<file path="src/source/tiny32_pkg.sv">
package tiny32_pkg;

    localparam int XLEN       = 32;
    localparam int REG_ADDR_W = 5;

    // ********************
    typedef enum logic [1:0] {
        STAGE_ADDR,
        STAGE_FETCH,
        STAGE_EXEC,
        STAGE_MEM
    } stage_e;

    typedef enum logic [3:0] {
        KIND_ALU,
        KIND_LUI,
        KIND_AUIPC,
        KIND_JAL,
        KIND_JALR,
        KIND_BRANCH,
        KIND_LOAD,
        KIND_STORE,
        KIND_HALT,
        KIND_ILLEGAL
    } instr_kind_e;

    typedef enum logic [3:0] {
        ALU_ADD,
        ALU_SUB,
        ALU_SLL,
        ALU_SLT,
        ALU_SLTU,
        ALU_XOR,
        ALU_SRL,
        ALU_SRA,
        ALU_OR,
        ALU_AND
    } alu_op_e;

    // ********************
    localparam logic [6:0] OPC_LOAD   = 7'd3;
    localparam logic [6:0] OPC_SYSTEM = 7'd11;   // Custom opcode, only halt used
    localparam logic [6:0] OPC_OPIMM  = 7'd19;
    localparam logic [6:0] OPC_AUIPC  = 7'd23;
    localparam logic [6:0] OPC_STORE  = 7'd35;
    localparam logic [6:0] OPC_OP     = 7'd51;
    localparam logic [6:0] OPC_LUI    = 7'd55;
    localparam logic [6:0] OPC_BRANCH = 7'd99;
    localparam logic [6:0] OPC_JALR   = 7'd103;
    localparam logic [6:0] OPC_JAL    = 7'd111;

    localparam logic [2:0] FUNCT3_HALT = 3'd2;

    typedef struct packed {
        instr_kind_e           kind;
        alu_op_e               alu_op;
        logic                  use_imm;
        logic [2:0]            func3;
        logic [REG_ADDR_W-1:0] rd;
        logic [REG_ADDR_W-1:0] rs1;
        logic [REG_ADDR_W-1:0] rs2;
        logic [XLEN-1:0]       imm;     // Sign extended, shaped per kind
    } decoded_t;

    typedef struct packed {
        logic [XLEN-1:0] addr;
        logic [XLEN-1:0] wdata;
        logic            is_load;
        logic            is_store;
    } bus_req_t;

endpackage

</file>
<file path="src/source/tiny32.sv">
module tiny32 #(
    parameter logic [tiny32_pkg::XLEN-1:0] RESET_PC = '0
) (
    input  logic                          main_clk,
    input  logic                          nreset,
    output logic [tiny32_pkg::XLEN-1:0]   address,
    input  logic [tiny32_pkg::XLEN-1:0]   data_in,
    output logic [tiny32_pkg::XLEN-1:0]   data_out,
    output logic                          nrd,
    output logic [3:0]                    nwr,
    input  logic                          ready,
    output logic                          hlt,
    output logic                          error
);
    import tiny32_pkg::*;

    stage_e                stage;
    logic [XLEN-1:0]       pc;
    decoded_t              dec;
    logic                  rd_en;
    logic [XLEN-1:0]       rs1_data;
    logic [XLEN-1:0]       rs2_data;
    bus_req_t              req;
    logic [XLEN-1:0]       next_pc;
    logic                  fault;
    logic                  halt_req;
    logic                  wb_en;
    logic [REG_ADDR_W-1:0] wb_addr;
    logic [XLEN-1:0]       wb_data;
    logic                  stopped;

    assign rd_en   = (stage == STAGE_FETCH) && ready;   // Same edge as decode
    assign stopped = hlt || error;

    tiny32_decoder u_decoder (
        .main_clk (main_clk),
        .nreset   (nreset),
        .stage    (stage),
        .ready    (ready),
        .data_in  (data_in),
        .dec      (dec)
    );

    tiny32_regfile u_regfile (
        .main_clk (main_clk),
        .rd_en    (rd_en),
        .rs1_addr (data_in[19:15]),
        .rs2_addr (data_in[24:20]),
        .rs1_data (rs1_data),
        .rs2_data (rs2_data),
        .wb_en    (wb_en),
        .wb_addr  (wb_addr),
        .wb_data  (wb_data)
    );

    tiny32_execute u_execute (
        .main_clk (main_clk),
        .nreset   (nreset),
        .stage    (stage),
        .ready    (ready),
        .pc       (pc),
        .dec      (dec),
        .rs1_data (rs1_data),
        .rs2_data (rs2_data),
        .data_in  (data_in),
        .req      (req),
        .next_pc  (next_pc),
        .fault    (fault),
        .halt_req (halt_req),
        .wb_en    (wb_en),
        .wb_addr  (wb_addr),
        .wb_data  (wb_data)
    );

    tiny32_sequencer #(
        .RESET_PC (RESET_PC)
    ) u_sequencer (
        .main_clk (main_clk),
        .nreset   (nreset),
        .ready    (ready),
        .dec      (dec),
        .fault    (fault),
        .halt_req (halt_req),
        .next_pc  (next_pc),
        .stage    (stage),
        .pc       (pc),
        .hlt      (hlt),
        .error    (error)
    );

    tiny32_bus_unit u_bus_unit (
        .main_clk (main_clk),
        .nreset   (nreset),
        .stage    (stage),
        .pc       (pc),
        .req      (req),
        .stopped  (stopped),
        .address  (address),
        .nrd      (nrd),
        .nwr      (nwr),
        .data_out (data_out)
    );

endmodule

</file>
<file path="src/source/tiny32_bus_unit.sv">
module tiny32_bus_unit (
    input  logic                          main_clk,
    input  logic                          nreset,
    input  tiny32_pkg::stage_e            stage,
    input  logic [tiny32_pkg::XLEN-1:0]   pc,
    input  tiny32_pkg::bus_req_t          req,
    input  logic                          stopped,
    output logic [tiny32_pkg::XLEN-1:0]   address,
    output logic                          nrd,
    output logic [3:0]                    nwr,
    output logic [tiny32_pkg::XLEN-1:0]   data_out
);
    import tiny32_pkg::*;

    bus_req_t req_q;
    logic     in_mem;

    always_ff @(posedge main_clk) begin
        if (!nreset) begin
            req_q.is_load  <= 1'b0;
            req_q.is_store <= 1'b0;
        end else if (stage == STAGE_EXEC) begin
            req_q <= req;   // Held for all of STAGE_MEM
        end
    end

    assign in_mem = (stage == STAGE_MEM) && !stopped;

    // ********************
    assign address  = (stage == STAGE_MEM) ? req_q.addr : pc;
    assign nrd      = !((!stopped && stage == STAGE_FETCH) || (in_mem && req_q.is_load));
    assign nwr      = (in_mem && req_q.is_store) ? 4'b0000 : 4'b1111;   // Word stores only
    assign data_out = req_q.wdata;

endmodule

</file>
<file path="src/source/tiny32_decoder.sv">
module tiny32_decoder (
    input  logic                          main_clk,
    input  logic                          nreset,
    input  tiny32_pkg::stage_e            stage,
    input  logic                          ready,
    input  logic [tiny32_pkg::XLEN-1:0]   data_in,
    output tiny32_pkg::decoded_t          dec
);
    import tiny32_pkg::*;

    logic [6:0]      opcode;
    logic [2:0]      func3;
    logic [XLEN-1:0] imm_i;
    logic [XLEN-1:0] imm_s;
    logic [XLEN-1:0] imm_b;
    logic [XLEN-1:0] imm_u;
    logic [XLEN-1:0] imm_j;
    decoded_t        dec_next;

    function automatic alu_op_e alu_sel(input logic [2:0] f3, input logic alt, input logic is_reg);
        case (f3)
            3'd0:    alu_sel = (is_reg && alt) ? ALU_SUB : ALU_ADD;
            3'd1:    alu_sel = ALU_SLL;
            3'd2:    alu_sel = ALU_SLT;
            3'd3:    alu_sel = ALU_SLTU;
            3'd4:    alu_sel = ALU_XOR;
            3'd5:    alu_sel = alt ? ALU_SRA : ALU_SRL;   // Bit 30 also for srai
            3'd6:    alu_sel = ALU_OR;
            default: alu_sel = ALU_AND;
        endcase
    endfunction

    assign opcode = data_in[6:0];
    assign func3  = data_in[14:12];

    assign imm_i = {{20{data_in[31]}}, data_in[31:20]};
    assign imm_s = {{20{data_in[31]}}, data_in[31:25], data_in[11:7]};
    assign imm_b = {{19{data_in[31]}}, data_in[31], data_in[7], data_in[30:25],
                    data_in[11:8], 1'b0};
    assign imm_u = {data_in[31:12], 12'h000};
    assign imm_j = {{11{data_in[31]}}, data_in[31], data_in[19:12], data_in[20],
                    data_in[30:21], 1'b0};

    always_comb begin
        dec_next         = '0;
        dec_next.kind    = KIND_ILLEGAL;
        dec_next.alu_op  = ALU_ADD;
        dec_next.func3   = func3;
        dec_next.rd      = data_in[11:7];
        dec_next.rs1     = data_in[19:15];
        dec_next.rs2     = data_in[24:20];
        dec_next.imm     = imm_i;
        case (opcode)
            OPC_OP: begin
                dec_next.kind   = KIND_ALU;
                dec_next.alu_op = alu_sel(func3, data_in[30], 1'b1);
            end
            OPC_OPIMM: begin
                dec_next.kind    = KIND_ALU;
                dec_next.use_imm = 1'b1;
                dec_next.alu_op  = alu_sel(func3, data_in[30], 1'b0);
            end
            OPC_LUI: begin
                dec_next.kind = KIND_LUI;
                dec_next.imm  = imm_u;
            end
            OPC_AUIPC: begin
                dec_next.kind = KIND_AUIPC;
                dec_next.imm  = imm_u;
            end
            OPC_JAL: begin
                dec_next.kind = KIND_JAL;
                dec_next.imm  = imm_j;
            end
            OPC_JALR: begin
                dec_next.kind    = KIND_JALR;
                dec_next.use_imm = 1'b1;
            end
            OPC_BRANCH: begin
                dec_next.kind   = KIND_BRANCH;
                dec_next.alu_op = ALU_SUB;
                dec_next.imm    = imm_b;
            end
            OPC_LOAD: begin
                dec_next.kind    = KIND_LOAD;
                dec_next.use_imm = 1'b1;
            end
            OPC_STORE: begin
                dec_next.kind    = KIND_STORE;
                dec_next.use_imm = 1'b1;
                dec_next.imm     = imm_s;
            end
            OPC_SYSTEM: begin
                dec_next.kind = (func3 == FUNCT3_HALT) ? KIND_HALT : KIND_ILLEGAL;
            end
            default: begin
                dec_next.kind = KIND_ILLEGAL;
            end
        endcase
    end

    always_ff @(posedge main_clk) begin
        if (!nreset) begin
            dec <= '0;
        end else if (stage == STAGE_FETCH && ready) begin   // Word valid with ready
            dec <= dec_next;
        end
    end

endmodule

</file>
<file path="src/source/tiny32_execute.sv">
module tiny32_execute (
    input  logic                                main_clk,
    input  logic                                nreset,
    input  tiny32_pkg::stage_e                  stage,
    input  logic                                ready,
    input  logic [tiny32_pkg::XLEN-1:0]         pc,
    input  tiny32_pkg::decoded_t                dec,
    input  logic [tiny32_pkg::XLEN-1:0]         rs1_data,
    input  logic [tiny32_pkg::XLEN-1:0]         rs2_data,
    input  logic [tiny32_pkg::XLEN-1:0]         data_in,
    output tiny32_pkg::bus_req_t                req,
    output logic [tiny32_pkg::XLEN-1:0]         next_pc,
    output logic                                fault,
    output logic                                halt_req,
    output logic                                wb_en,
    output logic [tiny32_pkg::REG_ADDR_W-1:0]   wb_addr,
    output logic [tiny32_pkg::XLEN-1:0]         wb_data
);
    import tiny32_pkg::*;

    logic [XLEN-1:0] op_b;
    logic [XLEN:0]   diff;          // Carry in top bit
    logic            unsigned_lt;
    logic            signed_lt;
    logic            br_taken;
    logic [XLEN-1:0] alu_res;
    logic [XLEN-1:0] pc_plus_4;
    logic [XLEN-1:0] pc_rel;
    logic [XLEN-1:0] result;
    logic [XLEN-1:0] result_q;
    logic            is_mem;
    logic            writes_rd;
    logic            addr_misaligned;
    logic            retire;

    // ******************** ALU
    assign op_b        = dec.use_imm ? dec.imm : rs2_data;
    assign diff        = {1'b0, rs1_data} - {1'b0, op_b};
    assign unsigned_lt = diff[XLEN];
    assign signed_lt   = (rs1_data[XLEN-1] != op_b[XLEN-1]) ? rs1_data[XLEN-1] : unsigned_lt;

    always_comb begin
        case (dec.alu_op)
            ALU_ADD:  alu_res = rs1_data + op_b;
            ALU_SUB:  alu_res = diff[XLEN-1:0];
            ALU_SLL:  alu_res = rs1_data << op_b[4:0];
            ALU_SLT:  alu_res = {{(XLEN-1){1'b0}}, signed_lt};
            ALU_SLTU: alu_res = {{(XLEN-1){1'b0}}, unsigned_lt};
            ALU_XOR:  alu_res = rs1_data ^ op_b;
            ALU_SRL:  alu_res = rs1_data >> op_b[4:0];
            ALU_SRA:  alu_res = $signed(rs1_data) >>> op_b[4:0];
            ALU_OR:   alu_res = rs1_data | op_b;
            ALU_AND:  alu_res = rs1_data & op_b;
            default:  alu_res = '0;
        endcase
    end

    always_comb begin
        case (dec.func3)
            3'd0:    br_taken = (diff[XLEN-1:0] == '0);
            3'd1:    br_taken = (diff[XLEN-1:0] != '0);
            3'd4:    br_taken = signed_lt;
            3'd5:    br_taken = !signed_lt;
            3'd6:    br_taken = unsigned_lt;
            3'd7:    br_taken = !unsigned_lt;
            default: br_taken = 1'b0;
        endcase
    end

    // ******************** PC and result
    assign pc_plus_4 = pc + XLEN'(4);
    assign pc_rel    = pc + dec.imm;   // Branch, jal and auipc

    always_comb begin
        case (dec.kind)
            KIND_JAL:    next_pc = pc_rel;
            KIND_JALR:   next_pc = {alu_res[XLEN-1:1], 1'b0};
            KIND_BRANCH: next_pc = br_taken ? pc_rel : pc_plus_4;
            default:     next_pc = pc_plus_4;
        endcase
    end

    always_comb begin
        case (dec.kind)
            KIND_LUI:   result = dec.imm;
            KIND_AUIPC: result = pc_rel;
            KIND_JAL,
            KIND_JALR:  result = pc_plus_4;   // Link value
            default:    result = alu_res;
        endcase
    end

    assign is_mem          = (dec.kind == KIND_LOAD) || (dec.kind == KIND_STORE);
    assign addr_misaligned = is_mem && (alu_res[1:0] != 2'b00);
    assign fault           = (dec.kind == KIND_ILLEGAL) || addr_misaligned ||
                             (next_pc[1:0] != 2'b00);
    assign halt_req        = (dec.kind == KIND_HALT);

    assign req.addr     = alu_res;
    assign req.wdata    = rs2_data;
    assign req.is_load  = (dec.kind == KIND_LOAD) && !fault;
    assign req.is_store = (dec.kind == KIND_STORE) && !fault;

    always_ff @(posedge main_clk) begin
        if (!nreset) begin
            result_q <= '0;
        end else if (stage == STAGE_EXEC) begin
            result_q <= result;
        end
    end

    // ******************** Writeback
    assign writes_rd = (dec.kind == KIND_ALU) || (dec.kind == KIND_LUI) ||
                       (dec.kind == KIND_AUIPC) || (dec.kind == KIND_JAL) ||
                       (dec.kind == KIND_JALR) || (dec.kind == KIND_LOAD);
    assign retire    = (stage == STAGE_MEM) && (ready || !is_mem);
    assign wb_en     = retire && writes_rd;
    assign wb_addr   = dec.rd;
    assign wb_data   = (dec.kind == KIND_LOAD) ? data_in : result_q;

endmodule

</file>
<file path="src/source/tiny32_regfile.sv">
module tiny32_regfile (
    input  logic                                main_clk,
    input  logic                                rd_en,
    input  logic [tiny32_pkg::REG_ADDR_W-1:0]   rs1_addr,
    input  logic [tiny32_pkg::REG_ADDR_W-1:0]   rs2_addr,
    output logic [tiny32_pkg::XLEN-1:0]         rs1_data,
    output logic [tiny32_pkg::XLEN-1:0]         rs2_data,
    input  logic                                wb_en,
    input  logic [tiny32_pkg::REG_ADDR_W-1:0]   wb_addr,
    input  logic [tiny32_pkg::XLEN-1:0]         wb_data
);
    import tiny32_pkg::*;

    logic [XLEN-1:0] regs [1:31];   // x0 not stored

    always_ff @(posedge main_clk) begin
        if (rd_en) begin
            rs1_data <= (rs1_addr == '0) ? '0 : regs[rs1_addr];
            rs2_data <= (rs2_addr == '0) ? '0 : regs[rs2_addr];
        end
    end

    always_ff @(posedge main_clk) begin
        if (wb_en && wb_addr != '0) begin
            regs[wb_addr] <= wb_data;
        end
    end

endmodule

</file>
<file path="src/source/tiny32_sequencer.sv">
module tiny32_sequencer #(
    parameter logic [tiny32_pkg::XLEN-1:0] RESET_PC = '0
) (
    input  logic                          main_clk,
    input  logic                          nreset,
    input  logic                          ready,
    input  tiny32_pkg::decoded_t          dec,
    input  logic                          fault,
    input  logic                          halt_req,
    input  logic [tiny32_pkg::XLEN-1:0]   next_pc,
    output tiny32_pkg::stage_e            stage,
    output logic [tiny32_pkg::XLEN-1:0]   pc,
    output logic                          hlt,
    output logic                          error
);
    import tiny32_pkg::*;

    logic mem_access;

    assign mem_access = (dec.kind == KIND_LOAD) || (dec.kind == KIND_STORE);

    always_ff @(posedge main_clk) begin
        if (!nreset) begin
            stage <= STAGE_ADDR;
            pc    <= RESET_PC;
            hlt   <= 1'b0;
            error <= 1'b0;
        end else if (!(hlt || error)) begin   // Frozen in STAGE_ADDR once stopped
            case (stage)
                STAGE_ADDR: begin
                    stage <= STAGE_FETCH;
                end
                STAGE_FETCH: begin
                    if (ready) begin
                        stage <= STAGE_EXEC;
                    end
                end
                STAGE_EXEC: begin
                    if (fault) begin
                        error <= 1'b1;
                        stage <= STAGE_ADDR;
                    end else if (halt_req) begin
                        hlt   <= 1'b1;
                        stage <= STAGE_ADDR;
                    end else begin
                        stage <= STAGE_MEM;
                    end
                end
                STAGE_MEM: begin
                    if (ready || !mem_access) begin   // Retire
                        pc    <= next_pc;
                        stage <= STAGE_ADDR;
                    end
                end
                default: begin
                    stage <= STAGE_ADDR;
                end
            endcase
        end
    end

endmodule
</file>
<file path="config.mk">
export PLATFORM = sky130hd
export DESIGN_NAME = tiny32
export DESIGN_NICKNAME = d
export VERILOG_FILES = /design/src/source/tiny32_pkg.sv /design/src/source/tiny32.sv /design/src/source/tiny32_bus_unit.sv /design/src/source/tiny32_decoder.sv /design/src/source/tiny32_execute.sv /design/src/source/tiny32_regfile.sv /design/src/source/tiny32_sequencer.sv
export SDC_FILE = /design/constraint.sdc
export NUM_CORES = 2
export LEC_CHECK = 0
export BUFFER_PORTS_ARGS = -buffer_cell sky130_fd_sc_hd__clkbuf_2
export CORE_ASPECT_RATIO = 1.1
export CORE_MARGIN = 3
export CORE_UTILIZATION = 45
export CTS_CLUSTER_DIAMETER = 60
export DETAILED_ROUTE_END_ITERATION = 8
export PLACE_DENSITY_LB_ADDON = 0.08
export SETUP_SLACK_MARGIN = 0.3
export SLEW_MARGIN = 20
export SYNTH_ARGS = -nofsm -noshare
export SYNTH_HDL_FRONTEND = slang
export SYNTH_SLANG_ARGS = --single-unit
</file>
<file path="constraint.sdc">
create_clock -name main_clk -period 9.5 [get_ports main_clk]
set_input_delay 1.9 -clock main_clk [delete_from_list [all_inputs] [get_ports main_clk]]
set_output_delay 1.9 -clock main_clk [all_outputs]
set_load 0.005 [all_outputs]
</file>
==> After elaboration in Yosys (flattened, before gate mapping) <==
Memory sizes are Yosys's and may differ from the RTL's. A register that Yosys moved wholly into a read port is not among the register bits.
Cells that the tools add are included.
{ "op_classes": {"n_shift": 3, "n_reduce_logical": 49, "mux": 26, "n_addsub": 4, "eq_ne": 45, "n_bitwise": 5} }
{ "ops": {"columns": ["op", "count"], "rows": [
  ["32-bit one-hot mux with 10 select lines", 1],
  ["32-bit one-hot mux with 3 select lines", 2],
  ["32-bit two-way mux", 4],
  ["31-bit one-hot mux with 4 select lines", 1],
  ["32-bit adder", 2],
  ["4-bit one-hot mux with 7 select lines", 2],
  ["4-bit one-hot mux with 9 select lines", 1],
  ["32-bit by 32-bit subtractor with 33-bit output", 1],
  ["32-bit by 3-bit adder with 32-bit output, second input constant", 1],
  ["32-bit AND", 1],
  ["4-bit by 3-bit equality test with 1-bit output, second input constant", 8],
  ["32-bit zero test", 1],
  ["32-bit OR", 1],
  ["32-bit nonzero test", 1],
  ["32-bit by 5-bit left shift with 32-bit output", 1],
  ["32-bit by 5-bit right shift with 32-bit output", 1],
  ["32-bit by 5-bit >>> shifter with 32-bit output", 1],
  ["32-bit bitwise XOR", 1],
  ["3-bit equality test, second input constant", 7],
  ["7-bit by 6-bit equality test with 1-bit output, second input constant", 3],
  ["7-bit equality test, second input constant", 3],
  ["4-bit by 2-bit equality test with 1-bit output, second input constant", 4],
  ["4-bit equality test, second input constant", 4],
  ["7-bit by 5-bit equality test with 1-bit output, second input constant", 2],
  ["other kinds (30)", 78]
]} }
{ "word_totals": {"input_bits": 35, "regBits": 183, "mem_bits_rw": 992, "n_memories": 1, "out_inout_bits": 71} }
{ "memory_table": {"columns": ["memory", "depth", "width", "rd", "rd_clocked_by_memory_dff", "write_ports", "line_no", "source"], "rows": [
  ["u_regfile.regs", 31, 32, 2, 2, 1, "tiny32_regfile.sv:14", "logic [XLEN-1:0] regs [1:31];"]
]} }

==> Logic depth before layout (Yosys ltp) <==
{ "depth": {"depth_word": 11, "depth_mapped": 26, "mapped_depth_nobuf": 19} }

==> Hierarchy <==
From an unflattened synthesis, not the netlist that was laid out.
{ "unflattened": {"hier_cells": 5345, "area_unflattened_um2": 70335.0} }
{ "modules_own_cells": {"columns": ["module", "area_per_inst_um2", "cells_each", "n_inst"], "rows": [
  ["tiny32_regfile", 48049.8, 2406, 1],
  ["tiny32_execute", 15243.4, 2312, 1],
  ["tiny32_bus_unit", 2839.0, 149, 1],
  ["tiny32_decoder", 2667.6, 312, 1],
  ["tiny32_sequencer", 1520.2, 164, 1],
  ["tiny32", 15.0, 2, 1]
]} }

==> Worst setup path before layout <==
Ideal clock, no wire load.
{ "synth_timing": {"path_kind": "input to register", "startpoint": "in ready", "endpoint": "mem u_regfile.regs[20][0], enable pin", "arrival_ns": 5.255, "required_ns": 8.998, "path_stages": 4, "setup_slack_ns": 3.743, "cell_sequence": "nor2_1 > nor2_1 > nand2_1 > nor4_1"} }
{ "synth_via": {"elab_chain_len": 6} }
{ "synth_rtl": {"columns": ["element", "line_no", "source"], "rows": [
  ["from (decl)", "tiny32.sv:11", "input logic ready,"],
  ["1-bit logical OR", "tiny32_execute.sv:116", "assign retire = (stage == STAGE_MEM) && (ready || !is_mem);"],
  ["1-bit logical AND", "tiny32_execute.sv:116", null],
  ["1-bit logical AND", "tiny32_execute.sv:117", "assign wb_en = retire && writes_rd;"],
  ["1-bit logical AND", "tiny32_regfile.sv:24", "if (wb_en && wb_addr != '0) begin"],
  ["1-bit two-way mux", "tiny32_regfile.sv:24", null],
  ["1-bit two-way mux (implied by the code)", "tiny32_regfile.sv:25", "regs[wb_addr] <= wb_data;"],
  ["to (decl)", "tiny32_regfile.sv:14", null]
]} }
No other way between the ends.

==> Worst setup path after layout <==
{ "layout_timing": {"startpoint": "reg, netlist name u_decoder.dec[50]", "endpoint": "reg u_sequencer.stage[0]"} }
{ "layout_via": {"elab_chain_len": 11, "word_cells_on_any_way": 26, "classes_between": "add/sub (2); eq/ne (1); shift (3); mux (8); bitwise (3); reduce/logical (9)"} }
{ "layout_rtl": {"columns": ["element", "line_no", "source"], "rows": [
  ["32-bit two-way mux *", "tiny32_execute.sv:37", "assign op_b = dec.use_imm ? dec.imm : rs2_data;"],
  ["parallel branches: the longest is 7 deep, another holds 32-bit by 32-bit subtractor with 33-bit output", null, null],
  ["1-bit logical OR *", "tiny32_execute.sv:95", "assign fault = (dec.kind == KIND_ILLEGAL) || addr_misaligned ||"],
  ["2-bit two-way mux *", "tiny32_sequencer.sv:39", "if (fault) begin"],
  ["2-bit one-hot mux with 4 select lines *", "tiny32_sequencer.sv:29", "case (stage)"],
  ["to (signal assigned)", "tiny32_sequencer.sv:31", "stage <= STAGE_FETCH;"],
  ["to (signal assigned)", "tiny32_sequencer.sv:41", "stage <= STAGE_ADDR;"],
  ["to (signal assigned)", "tiny32_sequencer.sv:44", "stage <= STAGE_ADDR;"],
  ["to (decl)", "tiny32_sequencer.sv:11", "output tiny32_pkg::stage_e stage,"]
]} }
Mark *: on every way between the ends.
A chain may end at the register's enable or synchronous reset.

==> out/results.env <==
CRIT_PATH_CLASS='reg2reg'
INTERNAL_POWER_mW=9.691
SYNTHCELLS=5014
POST_DRT_VIA_CELL_RATIO=6.765
FLOORPLAN.CORE_AREA_SQ_MM=0.1506
GRT_START_MAX_NET_PINS=134
CP.REQUIRED_NS=10.17
WORSTHOLDPATHTYPE='reg2reg'
BIGGEST_AREA_CONTRIBUTORS_IN_THE_SYNTHESIZED_NETLIST='edfxtp_1 49%, mux4_2 18%, mux2i_1 4.1%'
SYNTH_LARGEST_AREA_CELL='edfxtp_1'
CTS-HTREE-LEVELS=4
VIA_COUNT=47540
NETLIST_AREA_SQ_MM=0.06858
IR_WORST_VDD_mV=0.1832
NETSWITCHINGFRACTION=0.2712
STATIC-LEAKAGE-POWER_nW=25.68
FIRST_GLOBAL_VIAS=46470
ROUTED_WIRELENGTH_MICRONS=255500
UNREPAIRED_SETUP_ENDPOINTS_AFTER_GLOBAL_ROUTING='no'
SETUP-VIOLATIONS-FINAL=0
SUM_OF_OVERFLOW_ACROSS_ALL_LAYERS_AFTER_GLOBAL_ROUTING=0
YS_FLOP_TYPE='edfxtp_1'
FINALNETCOUNT=5126
AREA_OVERHEAD_VS_SYNTH_PCT=10.23
FINAL_CELL_MIX='1,120 x edfxtp_1, 560 x mux4_2, 390 x nor2_1, 330 x a21oi_1, 276 x mux2i_1'
SYNTH.FF_LATCH_COUNT=1239
CTSRESIZECOUNT=0
RUN_STATUS='finished clean'
CP_DATA_ARRIVAL_TIME_NS=7.58
TIMING.CLOCK.SKEW_NS=0.03564
CTS_TREE='built'
SLEW_HEADROOM=0.1658
SYNTH_SEQ_AREA_SHARE=0.5251
POWER_DENSITY_RELATIVE_TO_CELL_AREA_mW_PER_MM2=175.9
CLKPWRFRAC=0.401
PLACE_CONGESTION=1.001
IO_PINS=106
ROUTEDWLPERCELL_MICRONS=36.36
SYNTHDOMINANTCELLAREASHARE=0.4904
GRT_PASS1_WL_MICRONS=357400
CP-START-KIND='flip-flop'
CRITICAL_PATH.ENDPOINT_TYPE='flip-flop'
POST_ROUTE_CELLS_DRIVE_ABOVE_1_SHARE=0.2265
FINALHOLDVIOLCOUNT=0
SYNTH_WARNINGS=0
DRT_DRC_VIOLATIONS_LEFT=0
ANT_NETS=0
POST_CTS_HOLD_BUFFER_COUNT=0
SEQ_POWER_SHARE=0.461
INSERTION_DELAY_NS=0.79
POST-ROUTE-PERIOD-UTIL=0.7270
TRITONCTS.NUM_BUFFERS=141
MAXSLEWVIOLCOUNT=0
CTS.SINKS=1239
SYNTHDISTINCTLIBCELLS=99
POST_SYNTH_EDFFS=1120
DETAILEDPLACEMENTHPWL_MICRONS=161700
DRT_PASS1_ITERATIONS=6
DIE-HEIGHT_MICRONS=415.4
CTS-ROOT-BUF='clkbuf_16'
SWITCHINGPOWER_mW=3.606
DETAILEDROUTE.FIRSTITERATIONVIOLATIONS=5849
SYNTH.NET_COUNT=5184
AVGSYNTHCELLAREA_SQ_UM=13.68
ACHIEVABLE-FREQUENCY_MHz=144.8
IO_BUFFERS=105
CLOCK_PATH_BUFFERS=3
WORST-PATH-MAX-FANOUT=36
FINALCRITICALPERIOD_NS=6.906
POSTCTSSETUPBUFFERS=0
DIE_W_MICRONS=378.2
STD_CELL_ROWS=149
GRT.TOTAL_USAGE=0.3226
CTS.REPORTEDPATHS.CLKPINSLEW_NS=0.06
POSTSYNTH.ASYNCRESETSHARE=0
MAX-CAP-VIOLATIONS=0
TIMING.SETUP.TNS_NS=0
FINAL.HOLD.WORST_SLACK_NS=0.4707
INITIAL_CORE_UTIL=0.4553
POWER.SHARE.COMBINATIONAL=0.138
DIE_AREA_SQ_MM=0.1571
MOST_COMMON_CELL_AFTER_LAYOUT_FILL_AND_TAPS_ASIDE='edfxtp_1'
GRT_ANTENNA_BEFORE_REPAIR=6
WORST_MARGIN_PIN_SLEW_NS=1.217
[worst max-delay path, cell delays in order, from the launching register on]
cell and delay (ns):
dfxtp_2 0.36, buf_4 0.59, mux2i_1 1.05, ha_1 0.66, o31ai_1 0.90, o311a_1 0.25
nand4_1 0.09, nand4b_1 0.19, nor4_1 0.51, nand4_1 0.49, mux2_4 0.51, nand2_8 0.31
nor3b_2 0.08, a311o_1 0.35, nor3b_2 0.17, o221a_1 0.23
[metrics by stage]
step	cells	setup slack (ns)	total power, mW	area (sq um)	utilization
floorplan	5014	3.743	7.325	68580	-
global placement	6776	2.959	8.048	71130	0.4722
detailed placement	6776	2.925	8.040	71130	0.4722
CTS	7026	2.880	13.35	75590	0.5018
global route	7026	2.371	13.69	75590	0.5018
finish	7027	2.594	13.30	75590	0.5018
[power groups by stage]
stage	logic (mW)	clock network, mW	registers (mW)
after global placement	1.81	0	6.24
after floorplan	1.17	0	6.16
after CTS	1.81	5.42	6.12
after global routing	1.93	5.64	6.12
final	1.84	5.33	6.13
after detailed placement	1.80	0	6.24
[layout make-up]
type	count	area (sq um)
antenna	1	2.502
clock buffer	175	3754
clock inverter	75	704.4
fill	12820	75040
inverter	133	501.7
multi-input combinational	3227	30690
sequential	1239	36020
tap	1963	2456
timing repair buffer	214	1468
[cell usage after synthesis (14+ instances only)]
library cell,instances
nor4_1,26
a22oi_1,23
nand2_1,253
o211ai_1,91
xnor2_1,74
a221oi_1,35
nor3_1,60
o221ai_1,59
a31oi_1,24
a21o_1,31
buf_1,88
buf_4,37
nand3_1,71
inv_1,128
xor2_1,26
a211oi_1,24
mux2i_1,281
or3_1,22
o31ai_1,15
a21oi_1,330
dfxtp_1,119
nand4_1,18
ha_1,132
o21bai_1,14
o21ai_0,228
clkbuf_1,274
nor2_1,423
a21boi_0,51
mux4_2,560
mux2_2,79
nand2b_1,23
edfxtp_1,1120
nor2b_1,38
o22ai_1,30
[worst paths after layout]
path | start | to | slack (ns) | cells after the start
max reg2reg | u_decoder.dec[50]$_SDFFE_PN0P_ | u_sequencer.stage[0]$_SDFFE_PN0P_ | 2.59 | 15
min reg2reg | u_regfile.rs2_data[12]$_SDFFCE_PN0P_ | u_bus_unit.data_out[12]$_DFFE_PP_ | 0.47 | 0
max | u_decoder.dec[50]$_SDFFE_PN0P_ | u_sequencer.stage[0]$_SDFFE_PN0P_ | 2.59 | 15
min | u_regfile.rs2_data[12]$_SDFFCE_PN0P_ | u_bus_unit.data_out[12]$_DFFE_PP_ | 0.47 | 0
[metal layers]
| metal | track usage | wire length (microns) | vias up |
|---|---|---|---|
| met3 | 0.05356 | 19540 | 473 |
| met1 | 0.4236 | 98830 | 24820 |
| li1 | - | - | 19810 |
| met5 | 0 | 28 | - |
| met2 | 0.5211 | 122500 | 2425 |
| met4 | 0.1590 | 14630 | 4 |
[sequential cells by signal (all words and copies together) (netlist names), 32 cells and up]
name	flops
u_regfile.regs	992
u_decoder.dec	49
u_bus_unit.req_q	34
u_bus_unit.data_out	32
u_execute.result_q	32
u_regfile.rs1_data	32
u_regfile.rs2_data	32
u_sequencer.pc	32
[cell families after synthesis]
logic type	count (synthesis)	share of synthesized area
xor gates and xnor gates	100	0.01277
adders and majority gates	135	0.02496
muxes	923	0.2386
DFF	1239	0.5251
AOI/OAI and AO/OA	1063	0.09967
and+or+nand+nor	1006	0.06619
buffers and inverters	548	0.03268
(Power assumes the default switching activity.)
